--- config.mk ---
export PLATFORM = sky130hd
export DESIGN_NAME = board_top
export DESIGN_NICKNAME = d
export VERILOG_FILES = /design/src/hw/board_cfg_pkg.sv /design/src/hw/board_io_pkg.sv /design/src/hw/board_reset_gen.sv /design/src/hw/board_dip_decode.sv /design/src/hw/board_joy_map.sv /design/src/hw/board_ctrl_toggle.sv /design/src/hw/board_top.sv
export SDC_FILE = /design/constraint.sdc
export NUM_CORES = 1
export LEC_CHECK = 0
export ABC_AREA = 1
export ABC_CLOCK_PERIOD_IN_PS = 1200
export BUFFER_PORTS_ARGS = -buffer_cell sky130_fd_sc_hd__buf_2
export CAP_MARGIN = 5
export CORE_ASPECT_RATIO = 0.6
export CORE_UTILIZATION = 46
export CTS_BUF_LIST = sky130_fd_sc_hd__clkbuf_16
export DETAILED_ROUTE_END_ITERATION = 6
export PLACE_DENSITY = 0.78
export SYNTH_ARGS = -nofsm -noshare
export SYNTH_HDL_FRONTEND = slang
export SYNTH_HIERARCHICAL = 1
export SYNTH_SLANG_ARGS = --single-unit
--- constraint.sdc ---
create_clock -name clk_sys -period 1.2 [get_ports clk_sys]
set_input_delay 0 -clock clk_sys [delete_from_list [all_inputs] [get_ports clk_sys]]
set_output_delay 0 -clock clk_sys [all_outputs]
set_load 0.01 [all_outputs]
--- src/hw/board_cfg_pkg.sv ---
// Board configuration constants
// Widths, joystick and status bit positions, reset stretch and input polarity
package board_cfg_pkg;

    // Bus widths
    localparam int BOARD_JOY_W = 16;
    localparam int GAME_JOY_W  = 10;
    localparam int STATUS_W    = 32;
    localparam int GFX_LAYERS  = 4;

    // Board joystick word, button positions
    localparam int START1_BIT = 6;
    localparam int START2_BIT = 7;
    localparam int COIN_BIT   = 8;
    localparam int PAUSE_BIT  = 9;

    // OSD status word fields
    localparam int ST_ROT_BIT    = 2;
    localparam int ST_FLIP_BIT   = 3;
    localparam int ST_TEST_BIT   = 4;
    localparam int ST_PAUSE_BIT  = 5;
    localparam int ST_FX_LSB     = 6;   // Two-bit effects level
    localparam int ST_NO_FM_BIT  = 8;
    localparam int ST_NO_PSG_BIT = 9;

    // Core reset stretch, counter holds 0..RST_STRETCH_CYCLES
    localparam int RST_STRETCH_CYCLES = 16;
    localparam int RST_CNT_W          = $clog2(RST_STRETCH_CYCLES + 1);

    // Game side expects released inputs at 1
    localparam bit INPUTS_ACTIVE_LOW = 1'b1;

endpackage

--- src/hw/board_io_pkg.sv ---
// Board I/O types
// Joystick, key, status and settings vectors and structs
package board_io_pkg;

    typedef logic [board_cfg_pkg::BOARD_JOY_W-1:0] board_joy_t;
    typedef logic [board_cfg_pkg::GAME_JOY_W-1:0]  game_joy_t;  // Bit 0..3 right, left, down, up
    typedef logic [board_cfg_pkg::GFX_LAYERS-1:0]  gfx_en_t;
    typedef logic [board_cfg_pkg::STATUS_W-1:0]    status_t;
    typedef logic [1:0]                            fxlevel_t;

    // Decoded keyboard, active high
    typedef struct packed {
        game_joy_t  joy1;
        game_joy_t  joy2;
        logic [1:0] start;
        logic [1:0] coin;
        logic       reset;
        logic       pause;
        logic       service;
        gfx_en_t    gfx;
    } key_bus_t;

    // Game inputs in game polarity
    typedef struct packed {
        game_joy_t  joy1;
        game_joy_t  joy2;
        logic [1:0] coin;
        logic [1:0] start;
        logic       service;
    } player_in_t;

    // DIP settings taken from the OSD
    typedef struct packed {
        logic     rot_control;
        logic     flip;         // Change forces a core reset
        logic     test;
        logic     pause_n;
        fxlevel_t fxlevel;
        logic     enable_fm;
        logic     enable_psg;
    } dip_set_t;

endpackage

--- src/hw/board_reset_gen.sv ---
// Core reset generator
// Stretches any reset cause and releases a delayed active-low copy
`timescale 1ns/10ps

module board_reset_gen (
    input  logic clk_sys,
    input  logic game_rst,
    input  logic rst_req,
    input  logic downloading,
    input  logic flip_change,
    input  logic soft_rst,
    output logic core_rst,
    output logic core_rst_n
);
    import board_cfg_pkg::*;

    localparam logic [RST_CNT_W-1:0] CNT_LAST = RST_CNT_W'(RST_STRETCH_CYCLES);

    logic                 rst_cause;
    logic [RST_CNT_W-1:0] rst_cnt;
    logic                 pre_rst_n;

    // Power-on reset is one cause among the others
    assign rst_cause = game_rst | rst_req | downloading | flip_change | soft_rst;

    always_ff @(posedge clk_sys) begin
        if (rst_cause) begin
            rst_cnt  <= '0;     // Restart the stretch
            core_rst <= 1'b1;
        end else if (rst_cnt != CNT_LAST) begin
            rst_cnt  <= rst_cnt + 1'b1;
            core_rst <= 1'b1;
        end else begin
            core_rst <= 1'b0;
        end
    end

    // Falls together with core_rst rising, released two edges after it drops
    always_ff @(posedge clk_sys) begin
        if (rst_cause || core_rst) begin
            pre_rst_n  <= 1'b0;
            core_rst_n <= 1'b0;
        end else begin
            pre_rst_n  <= 1'b1;
            core_rst_n <= pre_rst_n;
        end
    end

endmodule

--- src/hw/board_dip_decode.sv ---
// DIP settings decoder
// Registers OSD status fields and flags a change of the flip setting
`timescale 1ns/10ps

module board_dip_decode (
    input  logic                  clk_sys,
    input  logic                  game_rst,
    input  board_io_pkg::status_t status,
    input  logic                  game_pause,
    output board_io_pkg::dip_set_t settings,
    output logic                  flip_change
);
    import board_cfg_pkg::*;
    import board_io_pkg::*;

    logic last_flip;

    function automatic dip_set_t decode(input status_t st, input logic pause);
        dip_set_t d;
        d.rot_control = st[ST_ROT_BIT];
        d.flip        = st[ST_FLIP_BIT];
        d.test        = st[ST_TEST_BIT];
        d.pause_n     = ~(st[ST_PAUSE_BIT] | pause);  // OSD or key pause
        d.fxlevel     = st[ST_FX_LSB +: $bits(fxlevel_t)];
        d.enable_fm   = ~st[ST_NO_FM_BIT];
        d.enable_psg  = ~st[ST_NO_PSG_BIT];
        return d;
    endfunction

    always_ff @(posedge clk_sys) begin
        if (game_rst) begin
            settings <= decode('0, 1'b0);   // Same as an all-zero status word
        end else begin
            settings <= decode(status, game_pause);
        end
    end

    // One-cycle pulse the cycle after settings.flip moves
    always_ff @(posedge clk_sys) begin
        if (game_rst) begin
            last_flip   <= 1'b0;
            flip_change <= 1'b0;
        end else begin
            last_flip   <= settings.flip;
            flip_change <= settings.flip ^ last_flip;
        end
    end

endmodule

--- src/hw/board_joy_map.sv ---
// Player input mapper
// Joystick sync, key merge, rotation and polarity, coin and start gathering
`timescale 1ns/10ps

module board_joy_map (
    input  logic                     clk_sys,
    input  logic                     game_rst,
    input  logic                     core_rst,
    input  board_io_pkg::board_joy_t board_joystick1,
    input  board_io_pkg::board_joy_t board_joystick2,
    input  board_io_pkg::key_bus_t   keys,
    input  logic                     rot_control,
    output board_io_pkg::player_in_t players,
    output logic                     joy_pause
);
    import board_cfg_pkg::*;
    import board_io_pkg::*;

    board_joy_t joy1_sync;
    board_joy_t joy2_sync;
    key_bus_t   keys_sync;
    logic [1:0] coin_raw;
    logic [1:0] start_raw;

    // Vertical screens swap the direction pairs, then polarity is applied
    function automatic game_joy_t map_joy(input game_joy_t joy, input logic rot);
        game_joy_t mapped;
        mapped = joy;
        if (rot) begin
            mapped[0] = joy[1];
            mapped[1] = joy[0];
            mapped[2] = joy[3];
            mapped[3] = joy[2];
        end
        return mapped ^ {GAME_JOY_W{INPUTS_ACTIVE_LOW}};
    endfunction

    // Single sync stage for the board joysticks and the keys
    always_ff @(posedge clk_sys) begin
        if (game_rst) begin
            joy1_sync <= '0;
            joy2_sync <= '0;
            keys_sync <= '0;
        end else begin
            joy1_sync <= board_joystick1;
            joy2_sync <= board_joystick2;
            keys_sync <= keys;
        end
    end

    assign joy_pause = joy1_sync[PAUSE_BIT] | joy2_sync[PAUSE_BIT];

    // Per-player coin, starts shared by both joysticks
    assign coin_raw  = {joy2_sync[COIN_BIT], joy1_sync[COIN_BIT]} | keys_sync.coin;
    assign start_raw = {joy1_sync[START2_BIT], joy1_sync[START1_BIT]}
                     | {joy2_sync[START2_BIT], joy2_sync[START1_BIT]}
                     | keys_sync.start;

    always_ff @(posedge clk_sys) begin
        if (core_rst) begin
            players <= {$bits(player_in_t){INPUTS_ACTIVE_LOW}};   // All released
        end else begin
            players.joy1    <= map_joy(joy1_sync[GAME_JOY_W-1:0] | keys_sync.joy1, rot_control);
            players.joy2    <= map_joy(joy2_sync[GAME_JOY_W-1:0] | keys_sync.joy2, rot_control);
            players.coin    <= coin_raw ^ {2{INPUTS_ACTIVE_LOW}};
            players.start   <= start_raw ^ {2{INPUTS_ACTIVE_LOW}};
            players.service <= keys_sync.service ^ INPUTS_ACTIVE_LOW;
        end
    end

endmodule

--- src/hw/board_ctrl_toggle.sv ---
// Control toggles
// Pause and graphics-layer toggles, soft reset pulse from the reset key
`timescale 1ns/10ps

module board_ctrl_toggle (
    input  logic                   clk_sys,
    input  logic                   core_rst,
    input  board_io_pkg::key_bus_t keys,
    input  logic                   joy_pause,
    output logic                   game_pause,
    output board_io_pkg::gfx_en_t  gfx_en,
    output logic                   soft_rst
);
    import board_cfg_pkg::*;
    import board_io_pkg::*;

    logic    last_pause;
    logic    last_joypause;
    logic    last_reset;
    gfx_en_t last_gfx;
    logic    pause_edge;

    assign pause_edge = (keys.pause && !last_pause) || (joy_pause && !last_joypause);

    // Previous values keep tracking through reset, so a held key is not an edge
    always_ff @(posedge clk_sys) begin
        last_pause    <= keys.pause;
        last_joypause <= joy_pause;
        last_reset    <= keys.reset;
        last_gfx      <= keys.gfx;
    end

    always_ff @(posedge clk_sys) begin
        if (core_rst) begin
            game_pause <= 1'b0;
            gfx_en     <= '1;   // Every layer shown
            soft_rst   <= 1'b0;
        end else begin
            if (pause_edge) begin
                game_pause <= ~game_pause;
            end
            for (int i = 0; i < GFX_LAYERS; i++) begin
                if (keys.gfx[i] && !last_gfx[i]) begin
                    gfx_en[i] <= ~gfx_en[i];
                end
            end
            soft_rst <= keys.reset && !last_reset;  // Single cycle
        end
    end

endmodule

--- src/hw/board_top.sv ---
// Board glue top level
// Reset generator, DIP decoder, joystick mapper and control toggles
`timescale 1ns/10ps

module board_top (
    input  logic                     clk_sys,
    input  logic                     game_rst,
    input  logic                     rst_req,
    input  logic                     downloading,
    input  board_io_pkg::board_joy_t board_joystick1,
    input  board_io_pkg::board_joy_t board_joystick2,
    input  board_io_pkg::key_bus_t   keys,
    input  board_io_pkg::status_t    status,
    output logic                     core_rst,
    output logic                     core_rst_n,
    output board_io_pkg::player_in_t players,
    output board_io_pkg::dip_set_t   settings,
    output logic                     game_pause,
    output board_io_pkg::gfx_en_t    gfx_en
);

    logic flip_change;  // From the DIP decoder
    logic joy_pause;    // Either joystick pause button
    logic soft_rst;     // Reset key edge

    board_reset_gen u_reset (
        .clk_sys     ( clk_sys     ),
        .game_rst    ( game_rst    ),
        .rst_req     ( rst_req     ),
        .downloading ( downloading ),
        .flip_change ( flip_change ),
        .soft_rst    ( soft_rst    ),
        .core_rst    ( core_rst    ),
        .core_rst_n  ( core_rst_n  )
    );

    board_dip_decode u_dip (
        .clk_sys     ( clk_sys     ),
        .game_rst    ( game_rst    ),
        .status      ( status      ),
        .game_pause  ( game_pause  ),
        .settings    ( settings    ),
        .flip_change ( flip_change )
    );

    board_joy_map u_joy (
        .clk_sys         ( clk_sys              ),
        .game_rst        ( game_rst             ),
        .core_rst        ( core_rst             ),
        .board_joystick1 ( board_joystick1      ),
        .board_joystick2 ( board_joystick2      ),
        .keys            ( keys                 ),
        .rot_control     ( settings.rot_control ),
        .players         ( players              ),
        .joy_pause       ( joy_pause            )
    );

    board_ctrl_toggle u_ctrl (
        .clk_sys    ( clk_sys    ),
        .core_rst   ( core_rst   ),
        .keys       ( keys       ),
        .joy_pause  ( joy_pause  ),
        .game_pause ( game_pause ),
        .gfx_en     ( gfx_en     ),
        .soft_rst   ( soft_rst   )
    );

endmodule

==> metrics.log, run 1 <==
INFO  metric initialDrtViolationCount = 69
INFO  metric cts_inserted_buffers = 9
INFO  metric clock_pin_slew_on_the_worst_setup_and_hold_paths = 0.06 ns
INFO  metric required = 1.42 ns
INFO  metric final_design_area_no_fill = 0.00456 mm2
INFO  metric powerDensity = 1460 mW/mm2
INFO  metric hold_crit_class = primary input to register
INFO  metric fin_crit = 1.12 ns
INFO  metric die_height = 65.7 um
INFO  metric drive_gt1_share = 25.2%
INFO  metric initial_utilization = 49.3%
INFO  metric vdd.ir_drop.worst = 0.000944 V
INFO  metric vias = 2577
INFO  metric grt_usage = 19.8%
INFO  metric post-cts-setup-buffers = 0
INFO  metric drt_pass1_iterations = 4
INFO  metric tightestPinTransition = 0.350 ns
INFO  metric synth_sequential_area_ratio = 65.0%
INFO  metric cellLeakagePower = 2.29 nW
INFO  metric clockBufferDepth = 2
INFO  metric regToRegSetupSlack = 0.08 ns
INFO  metric drc = 0
INFO  metric netlist_area = 0.00311 mm2
INFO  metric total_clock_sinks = 101
INFO  metric min_to = u_reset/rst_cnt[0]$_SDFFE_PP0P_
INFO  metric timing.rr.start = u_reset/rst_cnt[0]$_SDFFE_PP0P_
INFO  metric dpl_cell_area = 0.00368 mm2
INFO  metric insertion_delay = 0.33 ns
INFO  metric final_net_count = 616
INFO  metric period_share = 93.0%
INFO  metric netlist_instances = 349
INFO  metric cp-end-kind = register
INFO  metric r2r_end = u_reset/core_rst$_SDFF_PP1_
INFO  metric fp-row-count = 22
INFO  metric relative_slew_margins = 76.6%
INFO  metric synth_cell_types = 23
INFO  metric ys_ff_latch = 101
INFO  metric finClkSkew = 0.00549 ns
INFO  metric fmax = 0.896 GHz
INFO  metric hpwlAfterDp = 4040 um
INFO  metric cts_htree_levels = 3
INFO  metric arrival = 1.34 ns
INFO  metric timing_hold_violations_final = 0
INFO  metric clock_tree_from_tritoncts = done
INFO  metric timing.hold.worst_path_depth = 4
INFO  metric die_width = 108 um
INFO  metric depth_of_the_most_critical_reg_to_reg_path = 6
INFO  metric wire_length_of_the_first_global_routing_pass = 10400 um
INFO  metric holdCritStartpoint = downloading
INFO  metric grt_setup_unrepaired = no
INFO  metric fin_tns_setup = 0 ns
INFO  metric post_drt_wl_per_cell = 10.8 um
INFO  metric antenna_violating_nets_post_route = 0
INFO  metric routed_wirelength = 6540 um
INFO  metric grt_start_max_net_pins = 53
INFO  metric yosysWarnings = 6
INFO  metric final-setup-viol-count = 0
INFO  metric drv_slew = 0
INFO  metric die_area = 0.00710 mm2
INFO  metric clockRootBuffer = sky130_fd_sc_hd__clkbuf_16
INFO  metric flow.area_growth_from_synthesis = 46.6%
INFO  metric crit_path_start_kind = register
INFO  metric run_status = finished, final reports clean
INFO  metric grt_overflow = 0
INFO  metric viasPerCell = 4.27
INFO  metric synth_fp_nets = 450
INFO  metric buffer_ports.inserted = 102
INFO  metric antenna_violations_before_repair = 0
INFO  metric core-area = 0.00630 mm2
INFO  metric post_synthesis_area_per_instance = 8.91 um2
INFO  metric vias_in_the_first_global_route = 2429
INFO  metric insertedDiodeCount = 0
INFO  metric rd_place_congestion = 0.743
INFO  metric drv.max_cap_violation_count = 0
INFO  metric worstSetupPathType = register to register
INFO  metric crit_path_max_fanout = 4
INFO  metric io_pins = 139
## synthesized netlist by cell type
master                     number  area, um2
sky130_fd_sc_hd__a21oi_1        3       15.0
sky130_fd_sc_hd__buf_2          1       5.00
sky130_fd_sc_hd__buf_4          1       7.51
sky130_fd_sc_hd__buf_6          6       67.6
sky130_fd_sc_hd__clkinv_2       1       5.00
sky130_fd_sc_hd__dfxtp_1      101       2020
sky130_fd_sc_hd__ha_1           2       25.0
sky130_fd_sc_hd__inv_1         71        267
sky130_fd_sc_hd__inv_2          3       11.3
sky130_fd_sc_hd__nand2_1       37        139
sky130_fd_sc_hd__nand2_2        2       12.5
sky130_fd_sc_hd__nand3_1       16       80.1
sky130_fd_sc_hd__nand3_2        1       10.0
sky130_fd_sc_hd__nand3b_2       1       11.3
sky130_fd_sc_hd__nor2_1        77        289
sky130_fd_sc_hd__nor2_2         2       12.5
sky130_fd_sc_hd__nor3_1         1       5.00
sky130_fd_sc_hd__o21ai_0       15       75.1
sky130_fd_sc_hd__o21ai_1        4       20.0
sky130_fd_sc_hd__o21ai_2        1       8.76
sky130_fd_sc_hd__or2_1          1       6.26
sky130_fd_sc_hd__or2_2          1       6.26
sky130_fd_sc_hd__xor2_1         1       8.76
## power breakdown
| group | leakage [nW] | switching (mW) | total, mW | internal [mW] |
|---|---|---|---|---|
| clock | 0.142 | 1.12 | 2.70 | 1.58 |
| sequential | 0.833 | 0.0399 | 3.51 | 3.47 |
| combinational | 1.32 | 0.193 | 0.468 | 0.274 |
| total | 2.29 | 1.35 | 6.68 | 5.32 |
## cells in the final DEF, fill, tap and decap left out
cell type and n:
sky130_fd_sc_hd__dfxtp_2 1, sky130_fd_sc_hd__inv_2 3, sky130_fd_sc_hd__nand3b_2 1, sky130_fd_sc_hd__nand2_1 37, sky130_fd_sc_hd__clkinv_2 4, sky130_fd_sc_hd__nor3_1 1, sky130_fd_sc_hd__bufinv_16 1, sky130_fd_sc_hd__clkbuf_16 9
sky130_fd_sc_hd__nand3_1 16, sky130_fd_sc_hd__ha_1 2, sky130_fd_sc_hd__a21oi_1 3, sky130_fd_sc_hd__o21ai_2 1, sky130_fd_sc_hd__nand3_2 1, sky130_fd_sc_hd__dfxtp_1 100, sky130_fd_sc_hd__clkinvlp_4 1, sky130_fd_sc_hd__inv_1 72
sky130_fd_sc_hd__nor2_2 2, sky130_fd_sc_hd__buf_12 2, sky130_fd_sc_hd__o21ai_0 15, sky130_fd_sc_hd__or2_2 1, sky130_fd_sc_hd__buf_2 102, sky130_fd_sc_hd__xor2_1 1, sky130_fd_sc_hd__nand2_2 2, sky130_fd_sc_hd__o21ai_1 4
sky130_fd_sc_hd__or2_1 1, sky130_fd_sc_hd__dlygate4sd3_1 59, sky130_fd_sc_hd__nor2_1 77
## area by class of cell
cell class | instances | area (um2)
clock inverters | 6 | 56.3
flip-flops and latches | 101 | 2020
repair buffers | 163 | 1140
inverters | 75 | 283
well taps | 84 | 105
fillers | 456 | 1750
clock buffers | 9 | 225
multi-input cells | 165 | 724
## cell families after synthesis
kind of cell / share of synthesized area [%]
AO/OA/AOI/OAI: 3.82
XOR/XNOR: 0.282
adder cells (fa/ha/maj): 0.805
buffers and inverters: 11.7
flip-flops: 65.0
AND/OR/NAND/NOR: 18.4
## repair_timing
| action | 4_1_cts | 5_1_grt |
|---|---|---|
| hold buffers | 59 | 0 |
| endpoints found under the setup margin | 0 | 1 |
| endpoints found under the hold margin | 64 | 0 |
| resized for setup | 0 | 1 |
## how the worst max path moves through the flow
stage | startpoint | cells past startpoint | to
2_1_floorplan | u_reset/rst_cnt[0]$_SDFFE_PP0P_ | 6 | u_reset/core_rst$_SDFF_PP1_
3_3_place_gp | u_reset/rst_cnt[0]$_SDFFE_PP0P_ | 6 | u_reset/core_rst$_SDFF_PP1_
3_5_place_dp | u_reset/rst_cnt[0]$_SDFFE_PP0P_ | 6 | u_reset/core_rst$_SDFF_PP1_
4_1_cts | u_reset/rst_cnt[0]$_SDFFE_PP0P_ | 6 | u_reset/core_rst$_SDFF_PP1_
5_1_grt | u_reset/rst_cnt[1]$_SDFFE_PP0P_ | 6 | u_reset/rst_cnt[4]$_SDFFE_PP0P_
6_report | u_reset/rst_cnt[0]$_SDFFE_PP0P_ | 6 | u_reset/core_rst$_SDFF_PP1_
## layer usage
layer	share of wire (%)	GRT usage, %	wire length [um]	vias up
met4	2.0	9.59	129	0
met5	0	0	0	-
met3	6.1	6.45	400	11
li1	-	-	-	1347
met2	48	35.0	3130	79
met1	44	21.5	2880	1140
## flip-flops by register name, indices dropped and copies added (netlist names)
signal / count
u_ctrl/gfx_en: 4
u_joy/keys_sync: 25
u_joy/players: 25
u_ctrl/last_gfx: 4
u_ctrl/last_joypause: 1
u_reset/pre_rst_n: 1
u_joy/joy2_sync: 10
u_reset/core_rst_n: 1
u_ctrl/soft_rst: 1
u_ctrl/last_reset: 1
u_ctrl/last_pause: 1
u_dip/flip_change: 1
u_ctrl/game_pause: 1
u_joy/joy1_sync: 10
u_reset/rst_cnt: 5
u_dip/settings: 8
u_reset/core_rst: 1
u_dip/last_flip: 1
## metrics by stage
step | hold slack, ns | utilization, % | worst slack [ns] | power (mW) | cells
after global routing | 0.0805 | 72.3 | 0.00636 | 6.95 | 603
after floorplan | 0.0277 | - | 0.170 | 3.75 | 349
after CTS | 0.0486 | 72.3 | 0.0801 | 6.74 | 603
after detailed placement | 0.119 | 58.5 | 0.0933 | 3.90 | 529
final | 0.0531 | 72.3 | 0.0837 | 6.68 | 603
after global placement | 0.117 | 58.5 | 0.134 | 3.88 | 529
## worst max-delay path, stage by stage, from the launching register on
cell                      delay [ns]
sky130_fd_sc_hd__dfxtp_2        0.33
sky130_fd_sc_hd__inv_1          0.08
sky130_fd_sc_hd__ha_1           0.14
sky130_fd_sc_hd__nand2_1        0.05
sky130_fd_sc_hd__inv_1          0.10
sky130_fd_sc_hd__nand2_2        0.08
sky130_fd_sc_hd__or2_1          0.23
Note: power is estimated with default switching activity, not from simulation.
==> run 2: changes to the inputs <==
--- a/config.mk
+++ b/config.mk
@@ -6,14 +6,14 @@
 export NUM_CORES = 1
 export LEC_CHECK = 0
 export ABC_AREA = 1
-export ABC_CLOCK_PERIOD_IN_PS = 1200
+export ABC_CLOCK_PERIOD_IN_PS = 1300
 export BUFFER_PORTS_ARGS = -buffer_cell sky130_fd_sc_hd__buf_2
 export CAP_MARGIN = 5
 export CORE_ASPECT_RATIO = 0.6
-export CORE_UTILIZATION = 46
+export CORE_UTILIZATION = 49
 export CTS_BUF_LIST = sky130_fd_sc_hd__clkbuf_16
 export DETAILED_ROUTE_END_ITERATION = 6
-export PLACE_DENSITY = 0.78
+export PLACE_DENSITY = 0.9
 export SYNTH_ARGS = -nofsm -noshare
 export SYNTH_HDL_FRONTEND = slang
 export SYNTH_HIERARCHICAL = 1
==> constraint.sdc (replaced) <==
create_clock -name clk_sys -period 1.3 [get_ports clk_sys]
set_input_delay 0 -clock clk_sys [delete_from_list [all_inputs] [get_ports clk_sys]]
set_output_delay 0 -clock clk_sys [all_outputs]
set_load 0.01 [all_outputs]
==> metrics.log, run 2 (synthesis results as in run 1) <==
INFO  metric viasPerCell = 4.42 (+3.3%)
INFO  metric routed_wirelength = 7380 um (+13%)
INFO  metric run_status = finished, final reports clean
INFO  metric finish.cell_count_without_fillers = 604 (+0.17%)
INFO  metric timing.hold.worst_path_depth = 4 (unchanged)
INFO  metric hold_crit_class = primary input to register
INFO  metric die_width = 105 um (-3.1%)
INFO  metric period_share = 87.1% (-5.9 points)
INFO  metric drv.max_cap_violation_count = 0 (unchanged)
INFO  metric required = 1.52 ns (+0.10 ns)
INFO  metric flow.area_growth_from_synthesis = 46.9%
INFO  metric hpwlAfterDp = 4160 um (+3.1%)
INFO  metric insertion_delay = 0.33 ns (about the same)
INFO  metric fin_worst_hold_slack = 0.0477 ns (-0.00548 ns)
INFO  metric drive_gt1_share = 25.4% (+0.14 points)
INFO  metric clock_pin_slew_on_the_worst_setup_and_hold_paths = 0.07 ns (about the same)
INFO  metric drv_slew = 0 (unchanged)
INFO  metric vdd.ir_drop.worst = 0.000953 V (+0.88%)
INFO  metric initialDrtViolationCount = 86 (+25%)
INFO  metric clockRootBuffer = sky130_fd_sc_hd__clkbuf_16
INFO  metric cts_htree_levels = 3 (unchanged)
INFO  metric reg.largest.list = u_joy/keys_sync: 25 flops, u_joy/players: 25 flops
INFO  metric rd_place_congestion = 0.786 (+5.8%)
INFO  metric grt_overflow = 0 (unchanged)
INFO  metric cp-end-kind = register
INFO  metric die_height = 63.7 um (-3.0%)
INFO  metric timing_hold_violations_final = 0 (unchanged)
INFO  metric clock_tree_from_tritoncts = done
INFO  metric cts_inserted_buffers = 9 (unchanged)
INFO  metric vias = 2667 (+3.5%)
INFO  metric fin_crit = 1.13 ns (+0.0157 ns)
INFO  metric mostFrequentLayoutCell = sky130_fd_sc_hd__buf_2
INFO  metric post-cts-setup-buffers = 0 (unchanged)
INFO  metric worstSetupPathType = register to register
INFO  metric grt_setup_unrepaired = no
INFO  metric io_pins = 139 (unchanged)
INFO  metric timing.critical_path.from = u_reset/rst_cnt[0]$_SDFFE_PP0P_
INFO  metric holdCritStartpoint = rst_req
INFO  metric fmax = 0.883 GHz (-1.4%)
INFO  metric clockBufferDepth = 2 (unchanged)
INFO  metric insertedDiodeCount = 0 (unchanged)
INFO  metric antenna_violating_nets_post_route = 0 (unchanged)
INFO  metric cellLeakagePower = 2.29 nW (+0.15%)
INFO  metric core-area = 0.00611 mm2 (-3.1%)
INFO  metric initial_utilization = 50.9% (+1.6 points)
INFO  metric final-setup-viol-count = 0 (unchanged)
INFO  metric relative_slew_margins = 77.9% (+1.3 points)
INFO  metric regToRegSetupSlack = 0.17 ns (+0.08 ns)
INFO  metric most-common-layout-cells = sky130_fd_sc_hd__buf_2, sky130_fd_sc_hd__dfxtp_1, sky130_fd_sc_hd__nor2_1
INFO  metric grt_usage = 23.1% (+3.3 points)
INFO  metric wire_length_of_the_first_global_routing_pass = 11800 um (+14%)
INFO  metric place_inst = 529 (unchanged)
INFO  metric drt_pass1_iterations = 4 (unchanged)
INFO  metric buffer_ports.inserted = 102 (unchanged)
INFO  metric finClkSkew = 0.00446 ns (-0.00103 ns)
INFO  metric tightestPinTransition = 0.331 ns (-0.0197 ns)
INFO  metric drc = 0 (unchanged)
INFO  metric post_drt_wl_per_cell = 12.2 um (+13%)
INFO  metric crit_path_start_kind = register
INFO  metric fin_tns_setup = 0 ns (unchanged)
INFO  metric crit_path_max_fanout = 4 (unchanged)
INFO  metric fp-row-count = 22 (unchanged)
INFO  metric grt_start_max_net_pins = 53 (unchanged)
INFO  metric postCtsResizedCells = 0 (unchanged)
INFO  metric vias_in_the_first_global_route = 2720 (+12%)
INFO  metric arrival = 1.35 ns (about the same)
INFO  metric powerDensity = 1390 mW/mm2 (-5.2%)
INFO  metric antenna_violations_before_repair = 0 (unchanged)
INFO  metric total_clock_sinks = 101 (unchanged)
INFO  metric final_net_count = 616 (unchanged)
INFO  metric timing.rr.start = u_reset/rst_cnt[0]$_SDFFE_PP0P_
INFO  metric depth_of_the_most_critical_reg_to_reg_path = 6 (unchanged)
INFO  metric die_area = 0.00668 mm2 (-6.0%)
## run 2: routing by layer
layer  GRT usage, %  up-vias  routed length, um
met5              0        -                  0
met4           8.80        0                131
met3           7.87       14                489
met2           42.7      102               3750
met1           24.4     1198               3010
li1               -     1353                  -
## run 2: cell type report
class,instances,area [um2]
flip-flops and latches,101,2020
fillers,436,1540
repair buffers,163,1130
multi-input cells,165,724
inverters,75,283
clock buffers,9,225
well taps,84,105
clock inverters,7,80.1
## run 2: worst max-delay path, cell delays in order (launching register included)
cell and delay (ns):
sky130_fd_sc_hd__dfxtp_1 0.34, sky130_fd_sc_hd__inv_1 0.09, sky130_fd_sc_hd__ha_1 0.14, sky130_fd_sc_hd__nand2_1 0.05, sky130_fd_sc_hd__inv_1 0.10, sky130_fd_sc_hd__nand2_2 0.08
sky130_fd_sc_hd__or2_1 0.22
## run 2: per-stage QoR
stage	cell area (um2)	utilization (%)	total power, mW	setup slack (ns)
final	4570	74.8	6.34	0.168
after global routing	4570	74.8	6.62	0.0683
after CTS	4570	74.8	6.38	0.155
after detailed placement	3670	60.1	3.60	0.169
after global placement	3670	60.1	3.58	0.243
after floorplan	3110	-	3.46	0.270
## run 2: what timing repair did
item / 4_1_cts / 5_1_grt
hold buffers: 59 / 0
setup endpoints to repair: 0 / 0
hold endpoints to repair: 64 / 0
## run 2: final timing paths
check / to
setup / recovery: u_reset/core_rst$_SDFF_PP1_
hold / removal: u_reset/pre_rst_n$_DFF_P_
setup reg to reg: u_reset/core_rst$_SDFF_PP1_
hold reg to reg: u_joy/players[0]$_SDFF_PP1_
## run 2: power breakdown
part / leakage [nW] / internal, mW / switching (mW) / total (mW)
combinational: 1.31 / 0.254 / 0.194 / 0.448
clock: 0.149 / 1.52 / 1.14 / 2.66
sequential: 0.833 / 3.20 / 0.0377 / 3.24
